## src/udma_pkg.sv

```systemverilog
/*
 * Shared sizes, APB register map and configuration bits of the uDMA channel.
 * Imported by every design unit that needs widths, offsets or payload types.
 */
package udma_pkg;

    //////////////////////////////////////////////////
    // Sizes
    //////////////////////////////////////////////////
    localparam int L2_AW          = 12;   // Byte address into L2
    localparam int L2_DEPTH       = 4096; // 4 KB of L2
    localparam int TRANS_W        = 16;   // Transfer size and bytes left
    localparam int WORD_W         = 32;   // Stream word
    localparam int BYTES_PER_WORD = 4;

    localparam int APB_AW = 5;
    localparam int APB_DW = 32;

    //////////////////////////////////////////////////
    // Register map
    //////////////////////////////////////////////////
    localparam logic [APB_AW-1:0] REG_RX_SADDR = 5'h00;
    localparam logic [APB_AW-1:0] REG_RX_SIZE  = 5'h04;
    localparam logic [APB_AW-1:0] REG_RX_CFG   = 5'h08;
    localparam logic [APB_AW-1:0] REG_TX_SADDR = 5'h0C;
    localparam logic [APB_AW-1:0] REG_TX_SIZE  = 5'h10;
    localparam logic [APB_AW-1:0] REG_TX_CFG   = 5'h14;
    localparam logic [APB_AW-1:0] REG_STATUS   = 5'h18; // Last mapped offset

    // Enable on write, busy on read
    localparam int CFG_EN_BIT = 4;

    //////////////////////////////////////////////////
    // Payload types
    //////////////////////////////////////////////////
    typedef logic [L2_AW-1:0]   l2_addr_t;
    typedef logic [TRANS_W-1:0] trans_size_t;
    typedef logic [WORD_W-1:0]  word_t;

endpackage

```

## src/udma_if.sv

```systemverilog
/*
 * Internal bundles of the uDMA channel. chan_cfg_if links the register block
 * to one engine, mem_port_if links an engine to one port of the L2 memory.
 */
`timescale 1ns/10ps

interface chan_cfg_if import udma_pkg::*; ();

    l2_addr_t    start_addr; // Programmed L2 start address
    trans_size_t size;       // Programmed transfer size in bytes
    logic        start;      // One-cycle kick
    logic        busy;
    trans_size_t bytes_left; // Live count from the engine

    modport regs (
        output start_addr,
        output size,
        output start,
        input  busy,
        input  bytes_left
    );

    modport engine (
        input  start_addr,
        input  size,
        input  start,
        output busy,
        output bytes_left
    );

endinterface


```

## src/udma_cfg_regs.sv

```systemverilog
/*
 * APB register block for the RX and TX channels. Holds start address and
 * size per channel, raises the start pulse and returns live status on read.
 */
`timescale 1ns/10ps

module udma_cfg_regs import udma_pkg::*; (
    input  logic              sys_clk,
    input  logic              rst_n,
    input  logic              psel_i,
    input  logic              penable_i,
    input  logic              pwrite_i,
    input  logic [APB_AW-1:0] paddr_i,
    input  logic [APB_DW-1:0] pwdata_i,
    output logic [APB_DW-1:0] prdata_o,
    output logic              pready_o,
    output logic              pslverr_o,
    chan_cfg_if.regs          tx_cfg,
    chan_cfg_if.regs          rx_cfg
);

    l2_addr_t    rx_saddr_q;
    trans_size_t rx_size_q;
    logic        rx_start_q;
    l2_addr_t    tx_saddr_q;
    trans_size_t tx_size_q;
    logic        tx_start_q;
    logic        access;
    logic        wr_en;
    logic        addr_ok;

    // A kick needs the enable bit, a nonzero size and an idle channel
    function automatic logic start_ok(input logic [APB_DW-1:0] wdata,
                                      input trans_size_t       size,
                                      input logic              busy);
        return wdata[CFG_EN_BIT] && (size != '0) && !busy;
    endfunction

    assign access   = psel_i & penable_i; // Second APB phase
    assign wr_en    = access & pwrite_i;
    assign pready_o = 1'b1;               // No wait states

    //////////////////////////////////////////////////
    // Register writes and start pulses
    //////////////////////////////////////////////////
    always_ff @(posedge sys_clk or negedge rst_n) begin
        if (!rst_n) begin
            rx_saddr_q <= '0;
            rx_size_q  <= '0;
            rx_start_q <= 1'b0;
            tx_saddr_q <= '0;
            tx_size_q  <= '0;
            tx_start_q <= 1'b0;
        end else begin
            rx_start_q <= 1'b0;
            tx_start_q <= 1'b0;
            if (wr_en) begin
                case (paddr_i)
                    REG_RX_SADDR: rx_saddr_q <= pwdata_i[L2_AW-1:0];
                    REG_RX_SIZE:  rx_size_q  <= pwdata_i[TRANS_W-1:0];
                    REG_RX_CFG:   rx_start_q <= start_ok(pwdata_i, rx_size_q, rx_cfg.busy);
                    REG_TX_SADDR: tx_saddr_q <= pwdata_i[L2_AW-1:0];
                    REG_TX_SIZE:  tx_size_q  <= pwdata_i[TRANS_W-1:0];
                    REG_TX_CFG:   tx_start_q <= start_ok(pwdata_i, tx_size_q, tx_cfg.busy);
                    default: ; // STATUS is read only
                endcase
            end
        end
    end

    //////////////////////////////////////////////////
    // Readback and decode error
    //////////////////////////////////////////////////
    always_comb begin
        addr_ok  = 1'b1;
        prdata_o = '0;
        case (paddr_i)
            REG_RX_SADDR: prdata_o = APB_DW'(rx_saddr_q);
            REG_RX_SIZE:  prdata_o = APB_DW'(rx_cfg.busy ? rx_cfg.bytes_left : rx_size_q);
            REG_RX_CFG:   prdata_o[CFG_EN_BIT] = rx_cfg.busy;
            REG_TX_SADDR: prdata_o = APB_DW'(tx_saddr_q);
            REG_TX_SIZE:  prdata_o = APB_DW'(tx_cfg.busy ? tx_cfg.bytes_left : tx_size_q);
            REG_TX_CFG:   prdata_o[CFG_EN_BIT] = tx_cfg.busy;
            REG_STATUS:   prdata_o = APB_DW'({rx_cfg.busy, tx_cfg.busy});
            default:      addr_ok = 1'b0; // Unaligned or past STATUS
        endcase
    end

    assign pslverr_o = access & ~addr_ok;

    assign rx_cfg.start_addr = rx_saddr_q;
    assign rx_cfg.size       = rx_size_q;
    assign rx_cfg.start      = rx_start_q;
    assign tx_cfg.start_addr = tx_saddr_q;
    assign tx_cfg.size       = tx_size_q;
    assign tx_cfg.start      = tx_start_q;

endmodule

```

## src/flat_wrapper.sv

```systemverilog
// flat-port wrapper written by rule: the top's interface ports become plain ports
module udma_cfg_regs_flat import udma_pkg::*;
  (sys_clk, rst_n, psel_i, penable_i, pwrite_i, paddr_i, pwdata_i, prdata_o, pready_o, pslverr_o, tx_cfg_start_addr, tx_cfg_size, tx_cfg_start, tx_cfg_busy, tx_cfg_bytes_left, rx_cfg_start_addr, rx_cfg_size, rx_cfg_start, rx_cfg_busy, rx_cfg_bytes_left);
  chan_cfg_if tx_cfg_i ();
  chan_cfg_if rx_cfg_i ();
  input  logic sys_clk;
  input  logic rst_n;
  input  logic psel_i;
  input  logic penable_i;
  input  logic pwrite_i;
  input  logic [APB_AW-1:0] paddr_i;
  input  logic [APB_DW-1:0] pwdata_i;
  output logic [APB_DW-1:0] prdata_o;
  output logic pready_o;
  output logic pslverr_o;
  output wire logic [$bits(tx_cfg_i.start_addr)-1:0] tx_cfg_start_addr;
  output wire logic [$bits(tx_cfg_i.size)-1:0] tx_cfg_size;
  output wire logic [$bits(tx_cfg_i.start)-1:0] tx_cfg_start;
  input wire logic [$bits(tx_cfg_i.busy)-1:0] tx_cfg_busy;
  input wire logic [$bits(tx_cfg_i.bytes_left)-1:0] tx_cfg_bytes_left;
  output wire logic [$bits(rx_cfg_i.start_addr)-1:0] rx_cfg_start_addr;
  output wire logic [$bits(rx_cfg_i.size)-1:0] rx_cfg_size;
  output wire logic [$bits(rx_cfg_i.start)-1:0] rx_cfg_start;
  input wire logic [$bits(rx_cfg_i.busy)-1:0] rx_cfg_busy;
  input wire logic [$bits(rx_cfg_i.bytes_left)-1:0] rx_cfg_bytes_left;
  assign tx_cfg_start_addr = tx_cfg_i.start_addr;
  assign tx_cfg_size = tx_cfg_i.size;
  assign tx_cfg_start = tx_cfg_i.start;
  assign tx_cfg_i.busy = tx_cfg_busy;
  assign tx_cfg_i.bytes_left = tx_cfg_bytes_left;
  assign rx_cfg_start_addr = rx_cfg_i.start_addr;
  assign rx_cfg_size = rx_cfg_i.size;
  assign rx_cfg_start = rx_cfg_i.start;
  assign rx_cfg_i.busy = rx_cfg_busy;
  assign rx_cfg_i.bytes_left = rx_cfg_bytes_left;
  udma_cfg_regs u_core (.sys_clk(sys_clk), .rst_n(rst_n), .psel_i(psel_i), .penable_i(penable_i), .pwrite_i(pwrite_i), .paddr_i(paddr_i), .pwdata_i(pwdata_i), .prdata_o(prdata_o), .pready_o(pready_o), .pslverr_o(pslverr_o), .tx_cfg(tx_cfg_i), .rx_cfg(rx_cfg_i));
endmodule
```

## config.mk

```make
export PLATFORM = sky130hd
export DESIGN_NAME = udma_cfg_regs_flat
export DESIGN_NICKNAME = d
export VERILOG_FILES = /design/src/udma_pkg.sv /design/src/udma_if.sv /design/src/udma_cfg_regs.sv /design/src/flat_wrapper.sv
export SDC_FILE = /design/constraint.sdc
export NUM_CORES = 1
export LEC_CHECK = 0
export BUFFER_PORTS_ARGS = -buffer_cell sky130_fd_sc_hd__buf_2
export CELL_PAD_IN_SITES_DETAIL_PLACEMENT = 0
export CELL_PAD_IN_SITES_GLOBAL_PLACEMENT = 2
export CORE_ASPECT_RATIO = 0.7
export CORE_MARGIN = 2
export CORE_UTILIZATION = 28
export CTS_BUF_LIST = sky130_fd_sc_hd__clkbuf_4 sky130_fd_sc_hd__clkbuf_8
export DETAILED_ROUTE_END_ITERATION = 6
export PLACE_DENSITY_LB_ADDON = 0.25
export SLEW_MARGIN = 20
export SYNTH_ARGS = -nofsm -noshare
export SYNTH_HDL_FRONTEND = slang
export SYNTH_SLANG_ARGS = --single-unit
```

## constraint.sdc

```tcl
create_clock -name sys_clk -period 1.6 [get_ports sys_clk]
set_input_delay 0.16 -clock sys_clk [delete_from_list [all_inputs] [get_ports sys_clk]]
set_output_delay 0.16 -clock sys_clk [all_outputs]
set_load 0.05 [all_outputs]
```

Word level (Yosys, flattened, before mapping)
Cells that the tools add are included.
{ "op_classes": {"mux": 10, "bitwise_logic": 4, "n_eq_ne": 6, "reduce_logical": 14} }
{ "op_table": {"columns": ["op", "n"], "rows": [
  ["$pmux W27 S4", 1],
  ["$mux W16", 2],
  ["$reduce_bool A16 Y1", 2],
  ["$pmux W4 S5", 1],
  ["$eq A5 B5 Y1 const B", 3],
  ["$eq A5 B4 Y1 const B", 2],
  ["$reduce_and A2 Y1", 4],
  ["$reduce_or A7 Y1", 1],
  ["$pmux W1 S6", 1],
  ["$eq A5 B3 Y1 const B", 1],
  ["$logic_not A5 Y1", 1],
  ["$mux W1", 5],
  ["$logic_and A1 B1 Y1", 4],
  ["$and A1 B1 Y1", 3],
  ["$logic_not A1 Y1", 2],
  ["$not A1 Y1", 1]
]} }
{ "totals": {"word_cells": 40, "ff_bits": 58, "in_bits": 76, "out_inout_bits": 92} }

Depth between registers and ports, before layout
{ "depth": {"ltp_word": 5, "ltp_mapped": 6, "mapped_depth_nobuf": 4} }

Worst setup path after synthesis
Ideal clock, no wire load.
{ "synth_path": {"kind": "reg-to-output", "start": "reg u_core.rx_size_q[1] (netlist: u_core.rx_cfg.size[1])", "end": "out prdata_o[1]", "n_path_buf": 0, "setup_slack_ns": -0.400, "stages_incl_launch_ff": 5, "required_ns": 1.440, "arrival_time_ns": 1.840, "path_cell_list": "dfrtp_1 mux2i_1 a211oi_1 a31oi_1 o22ai_1"} }
{ "synth_between": {"elab_chain_len": 2} }
{ "synth_lines": {"columns": ["element", "line_no", "rtl"], "rows": [
  ["from (decl)", "udma_cfg_regs.sv:23", "trans_size_t rx_size_q;"],
  ["from (signal assigned)", "udma_cfg_regs.sv:60", "REG_RX_SIZE: rx_size_q <= pwdata_i[TRANS_W-1:0];"],
  ["$mux W16", "udma_cfg_regs.sv:79", "REG_RX_SIZE: prdata_o = APB_DW'(rx_cfg.busy ? rx_cfg.bytes_left : rx_size_q);"],
  ["$pmux W4 S5", "udma_cfg_regs.sv:77", "case (paddr_i)"],
  ["to (decl)", "flat_wrapper.sv:13", "output logic [APB_DW-1:0] prdata_o;"]
]} }
Every way passes these cells.

Worst setup path in the final report
{ "layout_path": {"start": "reg u_core.rx_size_q[3] (netlist: u_core.rx_cfg.size[3])", "end": "out prdata_o[3]"} }
Same word-level chain as after synthesis.

==> flow_summary_export.csv <==
group,metric,value,unit
outcome,run_status,"complete, but fails checks",
outcome,violations,"setup timing",
sta,fin_tns_setup,-0.201,ns
run,drv_cap,0,
worst_hold_path,worstHoldPathType,"in2reg",
critical_path,cp.arrival,1.50,ns
placement,io_buffer_count,134,
critical_path,required,1.44,ns
logic_synthesis,yosys-top-cells-area,"dfrtp_1 (45%), mux2_1 (11%), mux2_2 (9.1%), mux2i_1 (6.2%), mux2_4 (4.7%)",
pwr,p_seq_share,38.1,%
cts,deepest_level_of_the_cts_h_tree,3,
logic_synthesis,yosysTopAreaCell,"dfrtp_1",
layout,area_added_between_synthesis_and_finish,54.9,%
logic_synthesis,synth_commonest_cells,"dfrtp_1 (58), mux2_1 (30), mux2_2 (26), mux2i_1 (20), buf_4 (17)",
detailed_routing,detailedRoute.firstIterationViolations,164,
logic_synthesis,synth-seq-cells,58,
floorplanning,die_w,132,um
critical_path,crit_path_to,"prdata_o[3]",
global_routing,grt_first_pass_wirelength,17600,um
floorplanning,initial_utilization,29.0,%
layout,final_layout_size_suffix_gt1_share,62.6,%
floorplanning,ios,168,
global_routing,first_global_vias,2976,
logic_synthesis,edff_count_synth,0,
global_routing,antenna_violations_before_repair,0,
logic_synthesis,postSynth.topFlopCell,"dfrtp_1",
critical_path,timing.rr.end,"u_core.rx_cfg.start$_DFF_PN0_",
logic_synthesis,post_synth_xor_area_fraction,0,%
sta,period_needed,1.66,ns
critical_path,r2r_cells,4,
layout,final_util,44.9,%
detailed_routing,via_per_inst,4.69,
critical_path,regToRegStartpoint,"u_core.rx_cfg.size[2]$_DFFE_PN0P_",
logic_synthesis,synthesis.instances,267,
logic_synthesis,post_synth_top_area_share,45.1,%
pwr,p_leak,0.00263,uW
placement,gp_routability_congestion,0.781,
pwr,vdd_drop_max,341,uV
logic_synthesis,post_synth_fa_ha_maj_area_fraction,0,%
cts,insertion_delay,0.34,ns
sta,maxClockFrequency,0.602,GHz
logic_synthesis,synth-compound-area-share,7.39,%
floorplanning,die_area,0.0124,mm^2
sta,final_min_period_over_clock_period,104,%
logic_synthesis,post-synth-top-count-cell,"dfrtp_1",
detailed_routing,drt-wirelength-per-cell,19.1,um
pwr,intPower,2910,uW
worst_hold_path,worst_hold_startpoint,"pwdata_i[12]",
worst_hold_path,holdPathStages,2,
detailed_routing,finalWirelength,11600,um
global_routing,tot_gr_track_use,19.0,%
cts,root_buffer,"clkbuf_8",
placement,dpl_worst_slack,-0.126,ns
pwr,net-switching-power,1580,uW
cts,tritoncts_num_sinks,58,
cts,clkSlewWorstSetupHoldPaths,0.07,ns
global_routing,overflow,0,
logic_synthesis,yosysSeqAreaShare,45.1,%
critical_path,critical_path.startpoint_type,"flop",
detailed_routing,via_count,2851,
placement,dp.final_hpwl,8620,um
detailed_routing,drt_first_pass_iters,4,
critical_path,crit_path_start,"u_core.rx_cfg.size[3]$_DFFE_PN0P_",
global_routing,grt_start_max_net_pins,59,
pwr,power-per-cell-area,902,mW/mm^2
layout,nets_final,526,
detailed_routing,antenna_left,0,
logic_synthesis,post_synth_and_or_nand_nor_area_fraction,10.1,%
sta,grt_setup_unrepaired,"true",
critical_path,path_max_fanout,4,
detailed_routing,drc,0,
sta,timing.hold.ws,0.0581,ns
pwr,combPwrFrac,29.4,%
critical_path,reg2reg_setup_slack,0.09,ns
sta,fin_worst_skew,0.00628,ns
logic_synthesis,avg_cell_area_syn,12.0,um^2
sta,slew_violations,0,
sta,worst_slack,-0.0623,ns
logic_synthesis,synth_area,0.00322,mm^2
critical_path,setup.worst_path.class,"reg2out",
sta,final-setup-viol-count,8,
logic_synthesis,async_reset_ff_share,100,%
critical_path,worstSetupEndpointType,"output pin",
sta,finalHoldViolations,0,
floorplanning,die_h,93.7,um
logic_synthesis,muxShareOfSynthArea,30.5,%
cts,cts_buffer_count,9,
logic_synthesis,synth-warning-count,0,
pwr,power_frac_clock,32.5,%
cts,tritoncts,"yes",
pwr,swShare,35.2,%
logic_synthesis,synthDistinctLibCells,39,
floorplanning,placement_rows,32,
floorplanning,placeableCoreArea,0.0111,mm^2
cts,cts_max_path_buffers,2,
layout,antenna_cells_inserted,0,
logic_synthesis,main_combinational_cell_family_by_area_after_synthesis,"multiplexers",
## state kept, by name, indices dropped and copies added (netlist names)
signal and cells:
u_core.rx_cfg.size 16, u_core.tx_cfg.start 1, u_core.rx_cfg.start 1, u_core.tx_cfg.size 16
u_core.rx_cfg.start_addr 12, u_core.tx_cfg.start_addr 12
## metrics by stage
step	cells	instance area, um^2	total power (uW)
2_1_floorplan	282	3360	2550
3_3_place_gp	573	4350	2930
3_5_place_dp	573	4350	2950
4_1_cts	599	4800	4500
5_1_grt	608	4980	4680
6_report	608	4980	4490
## power by group through the flow
stage          Combinational, uW  Sequential, uW  Clock [uW]
2_1_floorplan                434            2110           0
3_3_place_gp                1200            1740           0
3_5_place_dp                1200            1740           0
4_1_cts                     1280            1710        1500
5_1_grt                     1390            1730        1560
6_report                    1320            1710        1460
## how the worst min path moves through the flow
stage	to
floorplan	u_core.rx_cfg.size[0]$_DFFE_PN0P_
global route	u_core.tx_cfg.size[12]$_DFFE_PN0P_
finish	u_core.tx_cfg.size[12]$_DFFE_PN0P_
detailed placement	u_core.rx_cfg.start_addr[8]$_DFFE_PN0P_
global placement	u_core.rx_cfg.start_addr[8]$_DFFE_PN0P_
CTS	u_core.tx_cfg.size[12]$_DFFE_PN0P_
## final cells by class
cell class | count | area [um^2]
clock buffers | 14 | 180
fillers | 1097 | 6110
well taps | 153 | 191
repair buffers | 189 | 1300
clock inverters | 2 | 35.0
flip-flops and latches | 58 | 1470
multi-input cells | 192 | 1810
## repair_timing
item                                    4_1_cts  5_1_grt
hold buffers                                  1        0
resized for setup                            46       22
pin swaps                                    24       10
cloned                                        0        1
hold endpoints to repair                     58        0
buffers inserted                              9        8
endpoints found under the setup margin       16       16
## worst max-delay path: stages (launching register included)
cell and delay [ns]:
dfrtp_2 0.42, mux2_4 0.27, a22oi_2 0.15, o211ai_1 0.12
buf_4 0.21
## kinds of logic (layout without fill, tap and decap cells)
| logic type | count (synthesis) | in the layout |
|---|---|---|
| muxes | 86 | 86 |
| DFF | 58 | 58 |
| and+or+nand+nor | 55 | 55 |
| AOI/OAI and AO/OA | 34 | 34 |
| buffers and inverters | 32 | 205 |
| other | 2 | 17 |
## cell usage in the layout (no fill, tap or decap), types with 3 or more instances in the layout
| cell | netlist | final |
|---|---|---|
| buf_12 | 0 | 8 |
| nand3_1 | 4 | 3 |
| mux2_1 | 30 | 28 |
| mux2_2 | 26 | 16 |
| mux2_4 | 10 | 22 |
| buf_2 | 7 | 116 |
| buf_6 | 3 | 12 |
| buf_4 | 17 | 50 |
| conb_1 | 2 | 17 |
| dfrtp_2 | 0 | 14 |
| nor2_1 | 4 | 4 |
| nor4_1 | 8 | 8 |
| o22ai_4 | 0 | 3 |
| mux2i_1 | 20 | 20 |
| a22oi_2 | 0 | 10 |
| clkbuf_8 | 0 | 12 |
| dfrtp_1 | 58 | 44 |
| nand2_2 | 0 | 3 |
| nand2_1 | 16 | 13 |
| o211ai_1 | 9 | 9 |
| and3_1 | 3 | 3 |
## metal layers
metal | track usage (%) | vias up | wire [um]
met5 | 0 | - | 0
met4 | 3.53 | 0 | 57
met3 | 4.42 | 9 | 575
met2 | 29.4 | 107 | 5080
met1 | 27.4 | 1407 | 5910
li1 | - | 1328 | -
Note: power is estimated with default switching activity, not from simulation.
