==> src/udma_pkg.sv <==
/*
 * Shared sizes, APB register map and configuration bits of the uDMA channel.
 * Imported by every design unit that needs widths, offsets or payload types.
 */
package udma_pkg;

    //////////////////////////////////////////////////
    // Sizes
    //////////////////////////////////////////////////
    localparam int L2_AW          = 12;   // Byte address into L2
    localparam int L2_DEPTH       = 4096; // 4 KB of L2
    localparam int TRANS_W        = 16;   // Transfer size and bytes left
    localparam int WORD_W         = 32;   // Stream word
    localparam int BYTES_PER_WORD = 4;

    localparam int APB_AW = 5;
    localparam int APB_DW = 32;

    //////////////////////////////////////////////////
    // Register map
    //////////////////////////////////////////////////
    localparam logic [APB_AW-1:0] REG_RX_SADDR = 5'h00;
    localparam logic [APB_AW-1:0] REG_RX_SIZE  = 5'h04;
    localparam logic [APB_AW-1:0] REG_RX_CFG   = 5'h08;
    localparam logic [APB_AW-1:0] REG_TX_SADDR = 5'h0C;
    localparam logic [APB_AW-1:0] REG_TX_SIZE  = 5'h10;
    localparam logic [APB_AW-1:0] REG_TX_CFG   = 5'h14;
    localparam logic [APB_AW-1:0] REG_STATUS   = 5'h18; // Last mapped offset

    // Enable on write, busy on read
    localparam int CFG_EN_BIT = 4;

    //////////////////////////////////////////////////
    // Payload types
    //////////////////////////////////////////////////
    typedef logic [L2_AW-1:0]   l2_addr_t;
    typedef logic [TRANS_W-1:0] trans_size_t;
    typedef logic [WORD_W-1:0]  word_t;

endpackage

==> src/udma_if.sv <==
/*
 * Internal bundles of the uDMA channel. chan_cfg_if links the register block
 * to one engine, mem_port_if links an engine to one port of the L2 memory.
 */
`timescale 1ns/10ps

interface chan_cfg_if import udma_pkg::*; ();

    l2_addr_t    start_addr; // Programmed L2 start address
    trans_size_t size;       // Programmed transfer size in bytes
    logic        start;      // One-cycle kick
    logic        busy;
    trans_size_t bytes_left; // Live count from the engine

    modport regs (
        output start_addr,
        output size,
        output start,
        input  busy,
        input  bytes_left
    );

    modport engine (
        input  start_addr,
        input  size,
        input  start,
        output busy,
        output bytes_left
    );

endinterface

interface mem_port_if import udma_pkg::*; ();

    l2_addr_t                  addr;
    word_t                     wdata;
    logic [BYTES_PER_WORD-1:0] be;    // Byte lanes taking part in the access
    logic                      we;
    word_t                     rdata; // Little endian, valid one cycle after addr

    modport requester (output addr, output wdata, output be, output we, input rdata);

    modport memory (input addr, input wdata, input be, input we, output rdata);

endinterface

==> src/udma_tx_streamer.sv <==
/*
 * TX engine. Reads one L2 word at a time and offers it on the outgoing
 * valid/ready stream until the programmed byte count is used up.
 */
`timescale 1ns/10ps

module udma_tx_streamer import udma_pkg::*; (
    input  logic         sys_clk,
    input  logic         rst_n,
    chan_cfg_if.engine   cfg,
    mem_port_if.requester rd,
    output word_t        tx_data_o,
    output logic         tx_valid_o,
    input  logic         tx_ready_i,
    output logic         eot_o
);

    typedef enum logic [1:0] {
        TX_IDLE,
        TX_READ,  // Address on the L2 read port
        TX_VALID  // Word offered, waiting for ready
    } tx_state_e;

    tx_state_e   state_q;
    l2_addr_t    addr_q;
    trans_size_t left_q;
    logic        last_word;

    assign last_word = (left_q <= TRANS_W'(BYTES_PER_WORD));

    always_ff @(posedge sys_clk or negedge rst_n) begin
        if (!rst_n) begin
            state_q <= TX_IDLE;
            addr_q  <= '0;
            left_q  <= '0;
            eot_o   <= 1'b0;
        end else begin
            eot_o <= 1'b0;
            case (state_q)
                TX_IDLE: begin
                    if (cfg.start) begin
                        addr_q  <= cfg.start_addr;
                        left_q  <= cfg.size;
                        state_q <= TX_READ;
                    end
                end
                TX_READ: state_q <= TX_VALID; // Data lands in rdata this edge
                TX_VALID: begin
                    if (tx_ready_i) begin
                        addr_q  <= addr_q + L2_AW'(BYTES_PER_WORD); // Wraps in 4 KB
                        left_q  <= last_word ? '0 : left_q - TRANS_W'(BYTES_PER_WORD);
                        state_q <= last_word ? TX_IDLE : TX_READ;
                        eot_o   <= last_word;
                    end
                end
                default: state_q <= TX_IDLE;
            endcase
        end
    end

    // The memory only updates rdata on a read, so the word holds under stall
    assign rd.addr  = addr_q;
    assign rd.be    = (state_q == TX_READ) ? '1 : '0;
    assign rd.we    = 1'b0;
    assign rd.wdata = '0;

    assign tx_data_o  = rd.rdata;
    assign tx_valid_o = (state_q == TX_VALID);

    assign cfg.busy       = (state_q != TX_IDLE);
    assign cfg.bytes_left = left_q;

endmodule

==> src/flat_wrapper.sv <==
// flat-port wrapper written by rule: the top's interface ports become plain ports
module udma_tx_streamer_flat import udma_pkg::*;
  (sys_clk, rst_n, tx_data_o, tx_valid_o, tx_ready_i, eot_o, cfg_start_addr, cfg_size, cfg_start, cfg_busy, cfg_bytes_left, rd_addr, rd_wdata, rd_be, rd_we, rd_rdata);
  chan_cfg_if cfg_i ();
  mem_port_if rd_i ();
  input  logic sys_clk;
  input  logic rst_n;
  output word_t tx_data_o;
  output logic tx_valid_o;
  input  logic tx_ready_i;
  output logic eot_o;
  input wire logic [$bits(cfg_i.start_addr)-1:0] cfg_start_addr;
  input wire logic [$bits(cfg_i.size)-1:0] cfg_size;
  input wire logic [$bits(cfg_i.start)-1:0] cfg_start;
  output wire logic [$bits(cfg_i.busy)-1:0] cfg_busy;
  output wire logic [$bits(cfg_i.bytes_left)-1:0] cfg_bytes_left;
  output wire logic [$bits(rd_i.addr)-1:0] rd_addr;
  output wire logic [$bits(rd_i.wdata)-1:0] rd_wdata;
  output wire logic [$bits(rd_i.be)-1:0] rd_be;
  output wire logic [$bits(rd_i.we)-1:0] rd_we;
  input wire logic [$bits(rd_i.rdata)-1:0] rd_rdata;
  assign cfg_i.start_addr = cfg_start_addr;
  assign cfg_i.size = cfg_size;
  assign cfg_i.start = cfg_start;
  assign cfg_busy = cfg_i.busy;
  assign cfg_bytes_left = cfg_i.bytes_left;
  assign rd_addr = rd_i.addr;
  assign rd_wdata = rd_i.wdata;
  assign rd_be = rd_i.be;
  assign rd_we = rd_i.we;
  assign rd_i.rdata = rd_rdata;
  udma_tx_streamer u_core (.sys_clk(sys_clk), .rst_n(rst_n), .cfg(cfg_i), .rd(rd_i), .tx_data_o(tx_data_o), .tx_valid_o(tx_valid_o), .tx_ready_i(tx_ready_i), .eot_o(eot_o));
endmodule
==> config.mk <==
export PLATFORM = sky130hd
export DESIGN_NAME = udma_tx_streamer_flat
export DESIGN_NICKNAME = d
export VERILOG_FILES = /design/src/udma_pkg.sv /design/src/udma_if.sv /design/src/udma_tx_streamer.sv /design/src/flat_wrapper.sv
export SDC_FILE = /design/constraint.sdc
export NUM_CORES = 1
export LEC_CHECK = 0
export BUFFER_PORTS_ARGS = -buffer_cell sky130_fd_sc_hd__buf_2
export CAP_MARGIN = 10
export CORE_UTILIZATION = 46
export DETAILED_ROUTE_END_ITERATION = 10
export GPL_ROUTABILITY_DRIVEN = 0
export GPL_TIMING_DRIVEN = 0
export MAX_ROUTING_LAYER = met4
export PLACE_DENSITY = 0.85
export SYNTH_ARGS = -nofsm -noshare
export SYNTH_HDL_FRONTEND = slang
export SYNTH_SLANG_ARGS = --single-unit
==> constraint.sdc <==
create_clock -name sys_clk -period 4.4 [get_ports sys_clk]
set_clock_uncertainty 0.15 [all_clocks]
set_input_delay 0.44 -clock sys_clk [delete_from_list [all_inputs] [get_ports sys_clk]]
set_output_delay 0.44 -clock sys_clk [all_outputs]
set_load 0.01 [all_outputs]
# Word level (Yosys, flattened, before mapping)
# Cells that the tools add are included.
dict set report word_totals {
  inputBits 64
  regBits 31
}
dict set report classes {
  n_lt_le_gt_ge 1
  n_mux 14
  eq_ne 4
  n_addsub 2
  n_reduce_logical 5
}
# cell n
set ops {}
lappend ops {{$mux 16} 3}
lappend ops {{$pmux 16 s2} 1}
lappend ops {{$mux 12} 2}
lappend ops {{$pmux 12 s2} 1}
lappend ops {{$le 16x3->1 const B} 1}
lappend ops {{$sub 16x3->16 const B} 1}
lappend ops {{$add 12x3->12 const B} 1}
lappend ops {{$pmux 2 s3} 1}
lappend ops {{$mux 2} 2}
lappend ops {{$mux 4} 1}
lappend ops {{$reduce_bool 2->1} 2}
lappend ops {{$mux 1} 3}
lappend ops {{$reduce_and 3->1} 1}
lappend ops {{$eq 2x1->1 const B} 1}
lappend ops {{$eq 2x2->1 const B} 1}
lappend ops {{$logic_not 2->1} 1}
lappend ops {{$ne 2x1->1 const B} 1}
lappend ops {{$ne 2x2->1 const B} 1}
lappend ops {{$reduce_and 2->1} 1}

# Longest topological paths before layout
# Gate-level depths: netlist (run 1).
dict set report depth {
  word_depth 4
  depth_mapped 7
  mapped_depth_nobuf 6
}

# Worst setup path before layout (run 1)
# No wires, ideal clock.
dict set report synth_timing {
  kind {register -> register}
  from {register u_core.left_q[2] (netlist: u_core.cfg.bytes_left[2])}
  to {register u_core.left_q[8] (netlist: u_core.cfg.bytes_left[8])}
  path_stages_with_launch 8
  path_slack_ps 2269
  t_required_ps 4124
  t_arrival_ps 1855
  n_path_buf 1
  synth_period_minus_slack_ps 2131
  cell_sequence {dfrtp_1 > inv_1 > ha_1 > or3b_1 > clkbuf_1 > o311ai_0 > o21ai_0 > a221o_1}
}
dict set report synth_between {
  elab_chain_cells 4
}
# item line_no
set synth_lines {}
lappend synth_lines {{start: declaration} udma_tx_streamer.sv:26} ;# trans_size_t left_q;
lappend synth_lines {{start signal: assignment} udma_tx_streamer.sv:43} ;# left_q <= cfg.size;
lappend synth_lines {{start signal: assignment} udma_tx_streamer.sv:51} ;# left_q <= last_word ? '0 : left_q - TRANS_W'(BYTES_PER_WORD);
lappend synth_lines {{$sub 16x3->16 or $le 16x3->1 (tied branches)} {udma_tx_streamer.sv:51, udma_tx_streamer.sv:29}}
lappend synth_lines {{$mux 16 (*)} udma_tx_streamer.sv:51}
lappend synth_lines {{$mux 16 (*)} udma_tx_streamer.sv:49} ;# if (tx_ready_i) begin
lappend synth_lines {{$pmux 16 s2 (*)} udma_tx_streamer.sv:39} ;# case (state_q)
# Mark *: on every way between the ends. The rest lies on a longest branch, timed or not. The select of a mux whose other input is x is not followed.
# A chain may end at the register's enable or synchronous reset.

# Final worst setup path (run 1)
dict set report layout_timing {
  from {register u_core.state_q[0]}
  to {output tx_valid_o}
}
dict set report layout_between {
  elab_chain_cells 1
}
# item line_no
set layout_lines {}
lappend layout_lines {{start: declaration} udma_tx_streamer.sv:24} ;# tx_state_e state_q;
lappend layout_lines {{start signal: assignment} udma_tx_streamer.sv:52} ;# state_q <= last_word ? TX_IDLE : TX_READ;
lappend layout_lines {{$eq 2x2->1} udma_tx_streamer.sv:68} ;# assign tx_valid_o = (state_q == TX_VALID);
lappend layout_lines {{end: declaration} flat_wrapper.sv:9} ;# output logic tx_valid_o;
# No other way between the ends.

==> results of run 1 <==
-- metrics by stage --
| step | hold slack (ns) | power [mW] | instance area, um^2 | util (%) | setup WS (ns) |
|---|---|---|---|---|---|
| floorplan | -0.00559 | 1.28 | 2570 | - | 2.27 |
| global placement | 0.339 | 1.60 | 3140 | 61.6 | 1.82 |
| detailed placement | 0.344 | 1.64 | 3140 | 61.6 | 1.86 |
| CTS | 0.0886 | 1.89 | 3240 | 63.5 | 1.55 |
| global route | 0.108 | 2.06 | 3240 | 63.5 | 1.35 |
| finish | 0.0563 | 1.89 | 3240 | 63.5 | 1.54 |
-- worst max-delay path, stage by stage, from the launching register on --
cell and delay, ns:
dfrtp_1 0.40, nand2b_1 0.15, clkbuf_1 0.20, inv_1 0.15, clkbuf_1 0.40, buf_1 0.46, buf_2 0.23
-- final timing paths --
kind,start,end,slack (ns),cells after the start
max,u_core.state_q[0],tx_valid_o,1.54,6
min,rst_n,u_core.rd.addr[3],0.06,1
max reg2reg,u_core.state_q[0],u_core.rd.addr[9],2.05,7
min reg2reg,u_core.rd.addr[1],u_core.rd.addr[1],0.36,1
max in group asynchronous,rst_n,u_core.cfg.bytes_left[3],3.58,1
min in group sys_clk,cfg_size[1],u_core.cfg.bytes_left[1],0.23,3
-- cells by family after synthesis --
family          Yosys count  synth area share, %
fa+ha+maj                 3                 1.53
compound gates           74                 19.7
other cells               1                0.153
simple gates             81                 19.4
buf+inv                  94                 25.2
flops                    31                 31.7
mux                       5                 2.25
-- routing by layer --
layer	wire, um	share of wire (%)
met3	554	8.8
met4	75	1.2
met5	0	0
met2	3030	48
met1	2660	42
-- registers in the layout, indices dropped and copies added, names as in the netlist --
register               cells
u_core.eot_o               1
u_core.cfg.bytes_left     16
u_core.state_q             2
u_core.rd.addr            12
-- cell usage after synthesis, types with 3 or more instances --
cell       number  area share [%]
o22ai_1         4             1.0
a2bb2oi_1       4             1.4
nand2_1        15             2.3
ha_1            3             1.5
nor2_1         13             2.0
a22oi_1         3            0.92
nand3_1         7             1.4
nand4_1         3            0.77
mux2_2          4             1.8
buf_4          68              21
o21ai_0        15             3.1
o211ai_1        7             2.1
o311ai_0        3             1.1
or3_1           5             1.3
nor3_1          7             1.4
o31ai_1         4             1.2
and2_1          3            0.77
dfrtp_1        31              32
clkbuf_1       13             2.0
a21oi_1        21             4.3
nor4b_1         7             2.5
inv_1          10             1.5
-- power groups by stage --
stage | Clock [mW] | Combinational (mW) | Sequential (mW)
4_1_cts | 0.251 | 1.04 | 0.593
6_report | 0.248 | 1.05 | 0.598
3_3_place_gp | 0 | 1.02 | 0.587
2_1_floorplan | 0 | 0.646 | 0.630
3_5_place_dp | 0 | 1.04 | 0.598
5_1_grt | 0.262 | 1.17 | 0.627
-- cell type report --
cell class | instances | area, um^2 | area share, %
well taps | 70 | 87.6 | 2.70
plain buffers | 84 | 579 | 17.9
flip-flops and latches | 31 | 776 | 23.9
multi-input cells | 196 | 1170 | 36.2
repair buffers | 98 | 490 | 15.1
clock buffers | 8 | 100 | 3.09
inverters | 10 | 37.5 | 1.16
==> flow_summary.ini, run 1 <==
[run_status]
status = completed

[final_layout]
final_common_cell = buf_2
diodes = 0
fillCellCount = 428
drive_above_1_share_pct = 43.8
nNetsFinal = 493
most-common-layout-cells = 99 x buf_2, 68 x buf_4, 33 x conb_1, 31 x dfrtp_1, 21 x a21oi_1
final_cells = 497
area_growth_pct = 32.6

[yosys]
synth.avg_cell_area_um2 = 8.46
synth-seq-area-share_pct = 31.7
async_flop_share_pct = 100
yosys_most_used_dff = dfrtp_1
synth_edf_count = 0
ys_ff_latch = 31
yosysWarnings = 0
synth_cell_types = 52
synthCells = 289
syn_area_mm2 = 0.00245

[sta]
setup_violations = 0
relSlewSlack_pct = 52.0
maxSlewViolCount = 0
post-route-min-period_ns = 2.86
period_share_pct = 65.0
finalHoldViolations = 0
max_freq_ghz = 0.349
max_slew.worst_pin.slew_ns = 0.721
setup_tns_ns = 0
rsz0062_at_grt = no

[drt]
routedWlPerCell_um = 12.7
routed_wl_um = 6320
initialDrtViolationCount = 166
antenna_left = 0
dr.pass1.iters = 5
vias = 2493
vias_per_cell = 5.02
drc = 0

[clock_tree]
cts_hold_buf = 0
cts_tree = built
clock_latency_ns = 0.28
path_clk_slew_ns = 0.07
clkSinkCount = 31
cts_buffers = 5
clk_root_buffer_cell = clkbuf_8
cts.path.max_buffers = 2
h-tree-depth = 2
post-cts-setup-buffer-count = 0
postCtsResizedCells = 0

[global_routing]
grt_start_max_net_pins = 32
grt_pass1_wl_um = 9640
grt_util_met2_pct = 36.8
overflow = 0
antenna_found_initial = 0
grt_use_met1_pct = 29.6
grtUsageTotal_pct = 23.2
use_met3_pct = 4.02
top_usage_layer = met2
grt_pass1_vias = 2159

[die]
chipWidth_um = 74.9
row_count = 26
core_mm2 = 0.00511
die_h_um = 74.9
die_area_mm2 = 0.00561
initial_core_util_pct = 47.9
boundaryPins = 164

[setup_path]
crit_fanout = 10
cp-start-kind = flip-flop
critPathKind = flip-flop to primary output
crit_required_ns = 3.81
end_kind = primary output
worstPathArrival_ns = 2.27

[pwr]
vdd_drop_max_mv = 0.279
leakage_nw = 1.63
p_sw_share_pct = 46.2
intPower_mw = 1.02
pwr-share-clk_pct = 13.1
p_switching_uw = 876
seq_power_share_pct = 31.6
power_density_mw_per_mm2 = 584
comb_power_share_pct = 55.3

[min_path]
min_path_type = primary input to asynchronous set/reset pin

[placement]
io_buffers = 98
dp_hpwl_um = 4860
dp_cells = 489

[run]
drv_cap = 0
Power figures use the tool's default switching activity.
==> run 2: changes to the inputs <==
--- a/config.mk
+++ b/config.mk
@@ -7,12 +7,12 @@
 export LEC_CHECK = 0
 export BUFFER_PORTS_ARGS = -buffer_cell sky130_fd_sc_hd__buf_2
 export CAP_MARGIN = 10
-export CORE_UTILIZATION = 46
+export CORE_UTILIZATION = 38
 export DETAILED_ROUTE_END_ITERATION = 10
 export GPL_ROUTABILITY_DRIVEN = 0
 export GPL_TIMING_DRIVEN = 0
 export MAX_ROUTING_LAYER = met4
-export PLACE_DENSITY = 0.85
+export PLACE_DENSITY = 0.75
 export SYNTH_ARGS = -nofsm -noshare
 export SYNTH_HDL_FRONTEND = slang
 export SYNTH_SLANG_ARGS = --single-unit
==> constraint.sdc (replaced) <==
create_clock -name sys_clk -period 2.6 [get_ports sys_clk]
set_clock_uncertainty 0.15 [all_clocks]
set_input_delay 0.26 -clock sys_clk [delete_from_list [all_inputs] [get_ports sys_clk]]
set_output_delay 0.26 -clock sys_clk [all_outputs]
set_load 0.01 [all_outputs]
==> flow_summary.ini, run 2 (synthesis gave the netlist of run 1 again) <==
[die]
die_h_um = 82.2
initial_core_util_pct = 40.4
core_mm2 = 0.00606
boundaryPins = 164
chipWidth_um = 82.2
row_count = 28
die_area_mm2 = 0.00676

[clock_tree]
path_clk_slew_ns = 0.06
cts_buffers = 5
cts.path.max_buffers = 2
clock_latency_ns = 0.28
cts_tree = built
clk_root_buffer_cell = clkbuf_8
h-tree-depth = 2
clkSinkCount = 31
post-cts-setup-buffer-count = 0

[sta]
setup_tns_ns = 0
fin_ws_ns = 0.222
relSlewSlack_pct = 52.5
period_share_pct = 91.5
rsz0062_at_grt = no
max_freq_ghz = 0.421
setup_violations = 0
maxSlewViolCount = 0
max_slew.worst_pin.slew_ns = 0.713
whs_ns = 0.0456
post-route-min-period_ns = 2.38
finalHoldViolations = 0

[global_routing]
grt_start_max_net_pins = 32
grtUsageTotal_pct = 20.5
overflow = 0
top_usage_layer = met2
use_met3_pct = 3.08
grt_util_met2_pct = 32.4
grt_pass1_wl_um = 10300
grt_pass1_vias = 2135
antenna_found_initial = 0
grt_use_met1_pct = 27.0

[placement]
dp_hpwl_um = 5070
dp_cells = 494
placed_cell_area_mm2 = 0.00315
pre_cts_ws_ns = 0.161
io_buffers = 98

[final_layout]
fillCellCount = 587
fin_area_mm2 = 0.00326
most-common-layout-cells = 100 x buf_2, 68 x buf_4, 33 x conb_1, 31 x dfrtp_1, 21 x a21oi_1
final_cells = 503
final_common_cell = buf_2
nNetsFinal = 494
multi_input_area_mm2 = 0.00117
register_area_um2 = 776
largest_register_ffs = 16
post-route-util_pct = 53.8
drive_above_1_share_pct = 44.2
diodes = 0
area_growth_pct = 33.4

[drt]
drc = 0
initialDrtViolationCount = 162
vias_per_cell = 4.97
antenna_left = 0
dr.pass1.iters = 5
routed_wl_um = 6590
routedWlPerCell_um = 13.1
vias = 2499

[setup_path]
path_cells = inv_1, ha_1, or3b_1, clkbuf_1, o311ai_0, o21ai_0, a221o_1
path_buf_inv = 2
end_kind = flip-flop
worstPathArrival_ns = 2.39
crit_fanout = 9
crit_required_ns = 2.61
crit_family = compound AO/OA/AOI/OAI gates
max_stage_delay_ns = 0.45
critPathKind = flip-flop to flip-flop
cp_slowest_cell = dfrtp_1
cp-start-kind = flip-flop

[pwr]
pwr-share-clk_pct = 12.9
leakage_nw = 1.64
p_sw_share_pct = 46.2
power_density_mw_per_mm2 = 984
total_power_mw = 3.21
p_switching_mw = 1.48
comb_power_share_pct = 55.8
intPower_mw = 1.73
seq_power_share_pct = 31.3
vdd_drop_max_mv = 0.403

[run]
drv_cap = 0

[min_path]
min_path_type = primary input to flip-flop

[run_status]
status = completed
-- run 2: cell types whose count changed in the layout (fill, tap and decap cells not counted) --
| cell | before | now |
|---|---|---|
| buf_1 | 1 | 0 |
| buf_2 | 99 | 100 |
| clkbuf_1 | 14 | 13 |
| clkbuf_2 | 0 | 1 |
| dlygate4sd3_1 | 0 | 1 |
-- run 2: path summary, 6_finish.rpt --
path,slack [ns],from,end,depth (start not counted)
max,0.22,u_core.cfg.bytes_left[2],u_core.cfg.bytes_left[8],7
min,0.05,tx_ready_i,u_core.state_q[1],2
max reg2reg,0.22,u_core.cfg.bytes_left[2],u_core.cfg.bytes_left[8],7
min reg2reg,0.36,u_core.rd.addr[0],u_core.rd.addr[0],1
max in group asynchronous,1.41,rst_n,u_core.cfg.bytes_left[12],2
min in group asynchronous,0.43,rst_n,u_core.rd.addr[1],2
-- run 2: final cells by class --
type                       count  area share [%]
inverter                      10            1.15
sequential                    31            23.8
tap                           75            2.88
multi-input combinational    196            36.0
buffer                        84            17.8
timing repair buffer          99            15.3
clock buffer                   8            3.07
-- run 2: what timing repair did --
item,CTS,global route
cloned,0,0
endpoints found under the setup margin,1,1
hold endpoints to repair,31,0
resized for setup,1,2
hold buffers,1,0
-- run 2: worst reg2reg max path, stage by stage, from the launching register on --
cell	delay (ns)
dfrtp_1	0.45
inv_1	0.11
ha_1	0.22
or3b_1	0.37
clkbuf_1	0.21
o311ai_0	0.32
o21ai_0	0.14
a221o_1	0.28
-- run 2: power by group through the flow --
stage | Combinational (mW) | Sequential (mW) | Clock (mW)
after detailed placement | 1.77 | 1.01 | 0
after global placement | 1.74 | 0.999 | 0
after CTS | 1.79 | 1.00 | 0.426
final | 1.79 | 1.01 | 0.414
after global routing | 1.99 | 1.06 | 0.454
after floorplan | 1.09 | 1.07 | 0
-- run 2: metal layers --
layer	up-vias	part of all wire, %
li1	1212	-
met1	1127	42
met2	152	47
met3	8	9.5
met4	0	1.2
met5	-	0
